## src/hdl/rv_bus_config.svh

```systemverilog
`ifndef RV_BUS_CONFIG_SVH
`define RV_BUS_CONFIG_SVH

// data path width
`define RV_XLEN 32

// first fetch address after reset
`define RV_RESET_PC 32'h0000_0100

// bus slaves answer with err_i at or above this byte address
`define RV_FAULT_BASE 32'h0000_4000

`endif

```

## src/hdl/rv_bus_pkg.sv

```systemverilog
`default_nettype none

package rv_bus_pkg;

  // current owner of the shared wishbone master port
  typedef enum logic [1:0] {
    OWNER_NONE  = 2'd0,
    OWNER_MEM   = 2'd1,
    OWNER_FETCH = 2'd2,
    OWNER_EXT   = 2'd3
  } bus_owner_e;

  // load/store access width
  // 2'd3 is unused, the load/store unit treats it as a word
  typedef enum logic [1:0] {
    SIZE_BYTE = 2'd0,
    SIZE_HALF = 2'd1,
    SIZE_WORD = 2'd2
  } access_size_e;

endpackage

`default_nettype wire

```

## src/hdl/rv_prefetch.sv

```systemverilog
`timescale 1ns/100ps
`default_nettype none

`include "rv_bus_config.svh"

module rv_prefetch (
  input  logic                 clk_i,
  input  logic                 reset_i,

  // instruction side
  input  logic                 instr_advance_i,
  input  logic                 redirect_i,
  input  logic [`RV_XLEN-1:0]  redirect_pc_i,
  output logic                 instr_valid_o,
  output logic [`RV_XLEN-1:0]  instr_o,
  output logic [`RV_XLEN-1:0]  instr_pc_o,
  output logic                 instr_fault_o,

  // bus side
  output logic                 req_o,
  input  logic                 grant_i,
  input  logic [`RV_XLEN-1:0]  bus_dat_i,
  input  logic                 ack_i,
  input  logic                 err_i,
  output logic [`RV_XLEN-3:0]  adr_o,
  output logic                 cyc_o,
  output logic                 stb_o
);

  logic [`RV_XLEN-1:0] fetch_pc;
  logic [`RV_XLEN-3:0] adr_q;
  logic [`RV_XLEN-1:0] buf_instr;
  logic                buf_valid;
  logic                buf_fault;
  logic                cyc_q;
  logic                discard_q;
  logic                bus_done;
  logic                consume;
  logic                start_fetch;

  assign bus_done    = cyc_q & (ack_i | err_i);
  assign consume     = instr_advance_i & buf_valid;
  // a redirect in this cycle would change the pointer under the new cycle
  assign start_fetch = grant_i & ~cyc_q & ~buf_valid & ~redirect_i;

  // hold req over the whole cycle, and across an advance to keep ownership
  assign req_o = cyc_q | ~buf_valid | instr_advance_i;

  always_ff @(posedge clk_i) begin
    if (reset_i) begin
      fetch_pc  <= `RV_RESET_PC;
      buf_valid <= 1'b0;
      cyc_q     <= 1'b0;
      discard_q <= 1'b0;
    end else begin
      // redirect wins over a sequential step
      if (redirect_i) begin
        fetch_pc <= redirect_pc_i;
      end else if (consume) begin
        fetch_pc <= fetch_pc + `RV_XLEN'(4);
      end

      if (redirect_i || consume) begin
        buf_valid <= 1'b0;
      end else if (bus_done && !discard_q) begin
        buf_valid <= 1'b1;
      end

      if (start_fetch) begin
        cyc_q <= 1'b1;
      end else if (bus_done) begin
        cyc_q <= 1'b0;
      end

      // word from an abandoned cycle is thrown away when it arrives
      if (bus_done) begin
        discard_q <= 1'b0;
      end else if (redirect_i && cyc_q) begin
        discard_q <= 1'b1;
      end
    end
  end

  // address frozen for the life of the cycle
  always_ff @(posedge clk_i) begin
    if (start_fetch) begin
      adr_q <= fetch_pc[`RV_XLEN-1:2];
    end
    if (bus_done) begin
      buf_instr <= bus_dat_i;
      buf_fault <= err_i;
    end
  end

  assign instr_valid_o = buf_valid;
  assign instr_o       = buf_instr;
  assign instr_pc_o    = fetch_pc;
  assign instr_fault_o = buf_fault;

  assign adr_o = adr_q;
  assign cyc_o = cyc_q;
  assign stb_o = cyc_q;

endmodule

`default_nettype wire

```

## src/hdl/rv_load_store.sv

```systemverilog
`timescale 1ns/100ps
`default_nettype none

`include "rv_bus_config.svh"

module rv_load_store
  import rv_bus_pkg::*;
(
  input  logic                 clk_i,
  input  logic                 reset_i,

  // four-phase command port
  input  logic                 ls_req_i,
  input  logic [`RV_XLEN-1:0]  ls_addr_i,
  input  logic [`RV_XLEN-1:0]  ls_wdata_i,
  input  access_size_e         ls_size_i,
  input  logic                 ls_write_i,
  input  logic                 ls_unsigned_i,
  output logic                 ls_ack_o,
  output logic [`RV_XLEN-1:0]  ls_rdata_o,
  output logic                 ls_err_o,

  // bus side
  output logic                 req_o,
  input  logic                 grant_i,
  input  logic [`RV_XLEN-1:0]  bus_dat_i,
  input  logic                 ack_i,
  input  logic                 err_i,
  output logic [`RV_XLEN-3:0]  adr_o,
  output logic [`RV_XLEN-1:0]  bus_dat_o,
  output logic [3:0]           sel_o,
  output logic                 we_o,
  output logic                 cyc_o,
  output logic                 stb_o
);

  typedef enum logic [1:0] {
    ST_IDLE,
    ST_REQ,
    ST_BUS,
    ST_ACK
  } ls_state_e;

  ls_state_e           state;
  logic [1:0]          offset;
  logic                misaligned;
  logic                bus_done;
  logic [`RV_XLEN-1:0] load_shifted;
  logic [`RV_XLEN-1:0] load_ext;

  assign offset   = ls_addr_i[1:0];
  assign bus_done = (state == ST_BUS) & (ack_i | err_i);

  // lane select, store replication and alignment
  always_comb begin
    misaligned = 1'b0;
    sel_o      = 4'b1111;
    bus_dat_o  = ls_wdata_i;
    case (ls_size_i)
      SIZE_BYTE: begin
        sel_o     = 4'b0001 << offset;
        bus_dat_o = {4{ls_wdata_i[7:0]}};
      end
      SIZE_HALF: begin
        misaligned = offset[0];
        sel_o      = offset[1] ? 4'b1100 : 4'b0011;
        bus_dat_o  = {2{ls_wdata_i[15:0]}};
      end
      default: begin
        misaligned = |offset;
      end
    endcase
  end

  // selected lane moved down to bit 0
  assign load_shifted = bus_dat_i >> {offset, 3'b000};

  always_comb begin
    case (ls_size_i)
      SIZE_BYTE: begin
        load_ext = {{(`RV_XLEN-8){~ls_unsigned_i & load_shifted[7]}},
                    load_shifted[7:0]};
      end
      SIZE_HALF: begin
        load_ext = {{(`RV_XLEN-16){~ls_unsigned_i & load_shifted[15]}},
                    load_shifted[15:0]};
      end
      default: begin
        load_ext = load_shifted;
      end
    endcase
  end

  always_ff @(posedge clk_i) begin
    if (reset_i) begin
      state <= ST_IDLE;
    end else begin
      case (state)
        ST_IDLE: begin
          // misaligned accesses never reach the bus
          if (ls_req_i) begin
            state <= misaligned ? ST_ACK : ST_REQ;
          end
        end
        ST_REQ: begin
          if (grant_i) begin
            state <= ST_BUS;
          end
        end
        ST_BUS: begin
          if (ack_i || err_i) begin
            state <= ST_ACK;
          end
        end
        default: begin
          if (!ls_req_i) begin
            state <= ST_IDLE;
          end
        end
      endcase
    end
  end

  // result captured at bus termination, or at acceptance for a misaligned access
  always_ff @(posedge clk_i) begin
    if (state == ST_IDLE) begin
      ls_err_o   <= misaligned;
      ls_rdata_o <= '0;
    end else if (bus_done) begin
      ls_err_o   <= err_i;
      ls_rdata_o <= load_ext;
    end
  end

  assign ls_ack_o = (state == ST_ACK);
  assign req_o    = (state == ST_REQ) | (state == ST_BUS);
  assign adr_o    = ls_addr_i[`RV_XLEN-1:2];
  assign cyc_o    = (state == ST_BUS);
  assign stb_o    = (state == ST_BUS);
  assign we_o     = (state == ST_BUS) & ls_write_i;

endmodule

`default_nettype wire

```

## src/hdl/rv_bus_arbiter.sv

```systemverilog
`timescale 1ns/100ps
`default_nettype none

`include "rv_bus_config.svh"

module rv_bus_arbiter
  import rv_bus_pkg::*;
(
  input  logic                 clk_i,
  input  logic                 reset_i,

  input  logic                 mem_req_i,
  input  logic                 fetch_req_i,
  input  logic                 ext_req_i,

  // load/store bus signals
  input  logic [`RV_XLEN-3:0]  mem_adr_i,
  input  logic [`RV_XLEN-1:0]  mem_dat_i,
  input  logic [3:0]           mem_sel_i,
  input  logic                 mem_we_i,
  input  logic                 mem_cyc_i,
  input  logic                 mem_stb_i,

  // prefetch bus signals, always full word reads
  input  logic [`RV_XLEN-3:0]  fetch_adr_i,
  input  logic                 fetch_cyc_i,
  input  logic                 fetch_stb_i,

  output logic                 mem_grant_o,
  output logic                 fetch_grant_o,
  output logic                 ctrl_grant_o,

  output logic [`RV_XLEN-3:0]  adr_o,
  output logic [`RV_XLEN-1:0]  dat_o,
  output logic [3:0]           sel_o,
  output logic                 we_o,
  output logic                 cyc_o,
  output logic                 stb_o
);

  bus_owner_e owner;

  // fetch is the default owner
  always_ff @(posedge clk_i) begin
    if (reset_i) begin
      owner <= OWNER_FETCH;
    end else begin
      case (owner)
        OWNER_NONE: begin
          if (mem_req_i) begin
            owner <= OWNER_MEM;
          end else if (fetch_req_i) begin
            owner <= OWNER_FETCH;
          end else if (ext_req_i) begin
            owner <= OWNER_EXT;
          end else begin
            owner <= OWNER_FETCH;
          end
        end
        OWNER_FETCH: begin
          if (!fetch_req_i) begin
            if (mem_req_i) begin
              owner <= OWNER_MEM;
            end else if (ext_req_i) begin
              owner <= OWNER_EXT;
            end
          end
        end
        OWNER_MEM: begin
          if (!mem_req_i) begin
            owner <= OWNER_FETCH;
          end
        end
        default: begin
          if (!ext_req_i) begin
            owner <= OWNER_FETCH;
          end
        end
      endcase
    end
  end

  assign mem_grant_o   = (owner == OWNER_MEM);
  assign fetch_grant_o = (owner == OWNER_FETCH);
  assign ctrl_grant_o  = (owner == OWNER_EXT);

  // only the load/store unit writes
  assign dat_o = mem_dat_i;

  always_comb begin
    adr_o = mem_adr_i;
    sel_o = mem_sel_i;
    we_o  = 1'b0;
    cyc_o = 1'b0;
    stb_o = 1'b0;
    case (owner)
      OWNER_FETCH: begin
        adr_o = fetch_adr_i;
        sel_o = 4'b1111;
        cyc_o = fetch_cyc_i;
        stb_o = fetch_stb_i;
      end
      OWNER_MEM: begin
        we_o  = mem_we_i;
        cyc_o = mem_cyc_i;
        stb_o = mem_stb_i;
      end
      // external master drives the wires outside this design
      default: begin
      end
    endcase
  end

endmodule

`default_nettype wire

```

## src/hdl/rv_bus_subsystem.sv

```systemverilog
`timescale 1ns/100ps
`default_nettype none

`include "rv_bus_config.svh"

module rv_bus_subsystem
  import rv_bus_pkg::*;
(
  input  logic                 clk_i,
  input  logic                 reset_i,

  // instruction port
  input  logic                 instr_advance_i,
  input  logic                 redirect_i,
  input  logic [`RV_XLEN-1:0]  redirect_pc_i,
  output logic                 instr_valid_o,
  output logic [`RV_XLEN-1:0]  instr_o,
  output logic [`RV_XLEN-1:0]  instr_pc_o,
  output logic                 instr_fault_o,

  // load/store command port
  input  logic                 ls_req_i,
  input  logic [`RV_XLEN-1:0]  ls_addr_i,
  input  logic [`RV_XLEN-1:0]  ls_wdata_i,
  input  access_size_e         ls_size_i,
  input  logic                 ls_write_i,
  input  logic                 ls_unsigned_i,
  output logic                 ls_ack_o,
  output logic [`RV_XLEN-1:0]  ls_rdata_o,
  output logic                 ls_err_o,

  // wishbone classic master
  input  logic [`RV_XLEN-1:0]  dat_i,
  output logic [`RV_XLEN-1:0]  dat_o,
  output logic [`RV_XLEN-3:0]  adr_o,
  output logic [3:0]           sel_o,
  output logic                 we_o,
  output logic                 cyc_o,
  output logic                 stb_o,
  input  logic                 ack_i,
  input  logic                 err_i,

  // external bus request
  input  logic                 ctrl_req_i,
  output logic                 ctrl_grant_o
);

  logic                fetch_req;
  logic                fetch_grant;
  logic [`RV_XLEN-3:0] fetch_adr;
  logic                fetch_cyc;
  logic                fetch_stb;

  logic                mem_req;
  logic                mem_grant;
  logic [`RV_XLEN-3:0] mem_adr;
  logic [`RV_XLEN-1:0] mem_dat;
  logic [3:0]          mem_sel;
  logic                mem_we;
  logic                mem_cyc;
  logic                mem_stb;

  rv_prefetch u_prefetch (
    .clk_i           (clk_i),
    .reset_i         (reset_i),
    .instr_advance_i (instr_advance_i),
    .redirect_i      (redirect_i),
    .redirect_pc_i   (redirect_pc_i),
    .instr_valid_o   (instr_valid_o),
    .instr_o         (instr_o),
    .instr_pc_o      (instr_pc_o),
    .instr_fault_o   (instr_fault_o),
    .req_o           (fetch_req),
    .grant_i         (fetch_grant),
    .bus_dat_i       (dat_i),
    .ack_i           (ack_i),
    .err_i           (err_i),
    .adr_o           (fetch_adr),
    .cyc_o           (fetch_cyc),
    .stb_o           (fetch_stb)
  );

  rv_load_store u_load_store (
    .clk_i         (clk_i),
    .reset_i       (reset_i),
    .ls_req_i      (ls_req_i),
    .ls_addr_i     (ls_addr_i),
    .ls_wdata_i    (ls_wdata_i),
    .ls_size_i     (ls_size_i),
    .ls_write_i    (ls_write_i),
    .ls_unsigned_i (ls_unsigned_i),
    .ls_ack_o      (ls_ack_o),
    .ls_rdata_o    (ls_rdata_o),
    .ls_err_o      (ls_err_o),
    .req_o         (mem_req),
    .grant_i       (mem_grant),
    .bus_dat_i     (dat_i),
    .ack_i         (ack_i),
    .err_i         (err_i),
    .adr_o         (mem_adr),
    .bus_dat_o     (mem_dat),
    .sel_o         (mem_sel),
    .we_o          (mem_we),
    .cyc_o         (mem_cyc),
    .stb_o         (mem_stb)
  );

  rv_bus_arbiter u_arbiter (
    .clk_i         (clk_i),
    .reset_i       (reset_i),
    .mem_req_i     (mem_req),
    .fetch_req_i   (fetch_req),
    .ext_req_i     (ctrl_req_i),
    .mem_adr_i     (mem_adr),
    .mem_dat_i     (mem_dat),
    .mem_sel_i     (mem_sel),
    .mem_we_i      (mem_we),
    .mem_cyc_i     (mem_cyc),
    .mem_stb_i     (mem_stb),
    .fetch_adr_i   (fetch_adr),
    .fetch_cyc_i   (fetch_cyc),
    .fetch_stb_i   (fetch_stb),
    .mem_grant_o   (mem_grant),
    .fetch_grant_o (fetch_grant),
    .ctrl_grant_o  (ctrl_grant_o),
    .adr_o         (adr_o),
    .dat_o         (dat_o),
    .sel_o         (sel_o),
    .we_o          (we_o),
    .cyc_o         (cyc_o),
    .stb_o         (stb_o)
  );

endmodule

`default_nettype wire

```

## config.mk

```make
export PLATFORM = sky130hd
export DESIGN_NAME = rv_bus_subsystem
export DESIGN_NICKNAME = d
export VERILOG_FILES = /design/src/hdl/rv_bus_pkg.sv /design/src/hdl/rv_prefetch.sv /design/src/hdl/rv_load_store.sv /design/src/hdl/rv_bus_arbiter.sv /design/src/hdl/rv_bus_subsystem.sv
export VERILOG_INCLUDE_DIRS = /design/src /design/src/hdl
export SDC_FILE = /design/constraint.sdc
export NUM_CORES = 1
export LEC_CHECK = 0
export ABC_AREA = 1
export CORE_ASPECT_RATIO = 0.75
export CORE_MARGIN = 5
export CORE_UTILIZATION = 60
export DETAILED_ROUTE_END_ITERATION = 10
export DONT_BUFFER_PORTS = 1
export GPL_TIMING_DRIVEN = 1
export PLACE_DENSITY = 0.76
export SYNTH_ARGS = -nofsm -noshare
export SYNTH_HDL_FRONTEND = slang
export SYNTH_SLANG_ARGS = --single-unit
```

## constraint.sdc

```tcl
create_clock -name clk_i -period 7.04 [get_ports clk_i]
set_input_delay 2.112 -clock clk_i [delete_from_list [all_inputs] [get_ports clk_i]]
set_output_delay 2.112 -clock clk_i [all_outputs]
set_load 0.005 [all_outputs]
```

==> impl_metrics.csv <==
group,metric,value,unit
timing,max_clock_freq,202,MHz
timing,worst_slew_pin_slew,1060,ps
timing,setup_tns,0,ps
timing,finalMaxSlewViolations,0,
outcome,status,"finished, final reports clean",
timing,rsz0062_at_grt,"false",
finish,n_antenna_cell,0,
clocking,path_clk_slew,60,ps
routing,via_per_inst,5.82,
power,p_per_area,342,nW/um^2
global_routing,grt_pass1_wl,33000,um
clocking,ctsResizeCount,0,
floorplanning,rows,34,
yosys,synthFlopType,"dfxtp_1",
timing,clock_skew,12.5,ps
yosys,synth_cell_types,39,
routing,drtIter0Drc,655,
routing,ant_nets,0,
critical_path,critPathLaunchType,"input port",
routing,routedWlPerCell,19.7,um
clocking,hold_buffers,0,
critical_path,worstSetupEndpointType,"output pin",
yosys,yosys.area.top_type,"edfxtp_1",
clocking,cts_root_buffer,"clkbuf_16",
flow_run,drv_cap,0,
yosys,synth_area,7120,um^2
finish,drive_gt1_share,6.79,%
floorplanning,dieArea,14200,um^2
clocking,cts.path.max_buffers,2,
clocking,cts_sinks,135,
routing,drc,0,
placement,finalWeightedCongestion,0.963,
critical_path,cp.arrival,2840,ps
floorplanning,die_x,136,um
global_routing,grt_max_degree,36,
yosys,synth_fp_nets,1102,
routing,finalWirelength,21700,um
global_routing,antenna_found_initial,1,
yosys,yosys_warnings,0,
timing,holdWs,506,ps
placement,dp_hpwl,16300,um
critical_path,crit_required,4930,ps
routing,firstDrtPassIters,6,
finish,area_delta_synth_final,9.12,%
placement,place_area,7120,um^2
critical_path,path_class,"in2out",
yosys,netlist.area_leader.share,27.0,%
finish,finalInstanceArea,7770,um^2
critical_path,cp_max_fo,19,
min_path,hp-class,"reg2reg",
yosys,syn_inst,953,
yosys,synth.most_common_cell,"nand2_1",
global_routing,grt_pass1_vias,5763,
yosys,synth_commonest_cells,"nand2_1, inv_1, dfxtp_1, nor2_1, edfxtp_1",
power,p_leak,3.37,nW
finish,fillCellCount,990,
clocking,cts_tree,"yes",
yosys,ys_seq_area_share,47.0,%
power,ir_drop,0.000244,V
clocking,post-cts-setup-buffers,0,
clocking,clk_latency,420,ps
yosys,async_flop_share,0,%
finish,nets,1079,
finish,regArea,3340,um^2
timing,finalHoldViolations,0,
floorplanning,ioPinCount,310,
timing,setup_viol,0,
clocking,numCtsBuffers,17,
yosys,ys_ff_latch,135,
finish,multi_input_area,3170,um^2
routing,vias,6429,
global_routing,grt_usage,30.0,%
timing,relSlewSlack,29.3,%
clocking,htree_num_levels,4,
placement,port_buffers,0,
floorplanning,coreArea,11600,um^2
yosys,synth_edf_count,64,
floorplanning,chipHeight,104,um
timing,fin_crit,4950,ps
yosys,synth_area_per_cell,7.47,um^2
global_routing,grt_overflow,0,
timing,finalCritPeriodShare,70.3,%
floorplanning,start_util,61.3,%
yosys,synth_area_leaders,"edfxtp_1, dfxtp_1, nand2_1",
power,p_total,0.00266,W
report_power, final:
| group | total [W] | switching, W | internal, W |
|---|---|---|---|
| clock | 0.000978 | 0.000366 | 0.000612 |
| sequential | 0.00109 | 0.000110 | 0.000985 |
| combinational | 0.000586 | 0.000419 | 0.000167 |
| total | 0.00266 | 0.000895 | 0.00176 |
stage by stage:
| stage | util [%] | setup slack, ps | cells |
|---|---|---|---|
| 2_1_floorplan | - | 1290 | 953 |
| 3_3_place_gp | 61.3 | 2150 | 1073 |
| 3_5_place_dp | 61.3 | 2100 | 1073 |
| 4_1_cts | 66.9 | 2100 | 1105 |
| 5_1_grt | 66.9 | 2010 | 1105 |
| 6_report | 66.9 | 2090 | 1105 |
state kept, by name, summed over array words and instances (netlist names):
| name | count |
|---|---|
| u_prefetch.instr_o | 32 |
| u_prefetch.instr_pc_o | 32 |
| u_prefetch.cyc_o | 1 |
| u_prefetch.discard_q | 1 |
| u_prefetch.instr_valid_o | 1 |
| u_load_store.state | 2 |
| u_load_store.ls_rdata_o | 32 |
| u_prefetch.adr_o | 30 |
| u_load_store.ls_err_o | 1 |
| u_arbiter.owner | 2 |
| u_prefetch.instr_fault_o | 1 |
final cells by class:
type                            instances  share of cell area [%]
Sequential cell                       135                    43.0
Multi-Input combinational cell        674                    40.8
Clock buffer                           18                    5.65
Inverter                               97                    4.69
Clock inverter                         14                    2.67
Tap cell                              162                    2.61
Timing Repair Buffer                    5                   0.483
worst paths after layout:
kind                   startpoint                  endpoint  slack (ps)  cells past startpoint
min          u_prefetch.discard_q  u_prefetch.instr_valid_o         510                      3
max                  ls_size_i[1]                 dat_o[29]        2090                      3
min reg2reg  u_prefetch.discard_q  u_prefetch.instr_valid_o         510                      3
max reg2reg    u_arbiter.owner[0]      u_prefetch.adr_o[17]        4780                      5
cell usage in the layout, fill, tap and decap left out, drive strengths merged, types with 2 or more instances in the layout:
cell type,synthesis,layout
nand2,350,350
edfxtp,64,64
a22o,2,2
o211ai,14,14
a22oi,5,5
clkbuf,21,18
a31oi,10,10
clkinvlp,0,2
bufinv,0,4
inv,96,102
dfxtp,71,71
nor3,4,4
o221ai,2,2
mux2i,2,2
a21oi,48,48
and2,2,2
buf,26,5
clkinv,1,3
nor2,80,80
xor2,8,8
nand3,54,54
xnor2,4,4
o21ai,70,70
a221oi,3,3
nand3b,2,2
ha,9,9
per-layer routing:
| layer | GRT usage (%) | up-vias | wire length, um |
|---|---|---|---|
| met5 | 0 | - | 13 |
| li1 | - | 3049 | - |
| met2 | 41.3 | 397 | 9150 |
| met1 | 43.1 | 2926 | 9310 |
| met4 | 9.86 | 2 | 530 |
| met3 | 11.8 | 55 | 2740 |
kinds of logic (layout without fill, tap and decap cells):
logic type	count (synthesis)	count (layout)	share of synthesized area (%)
fa+ha+maj	9	9	1.58
xor+xnor	12	12	1.48
buf+inv	144	134	8.65
simple gates	494	494	28.6
flops	135	135	47.0
mux	2	2	0.281
compound gates	157	157	12.5
worst max-delay path, stage by stage:
cell and delay (ps):
inv_2 150, nand2_1 260, o211ai_1 310
No activity file was read; power rests on OpenSTA's default activity.
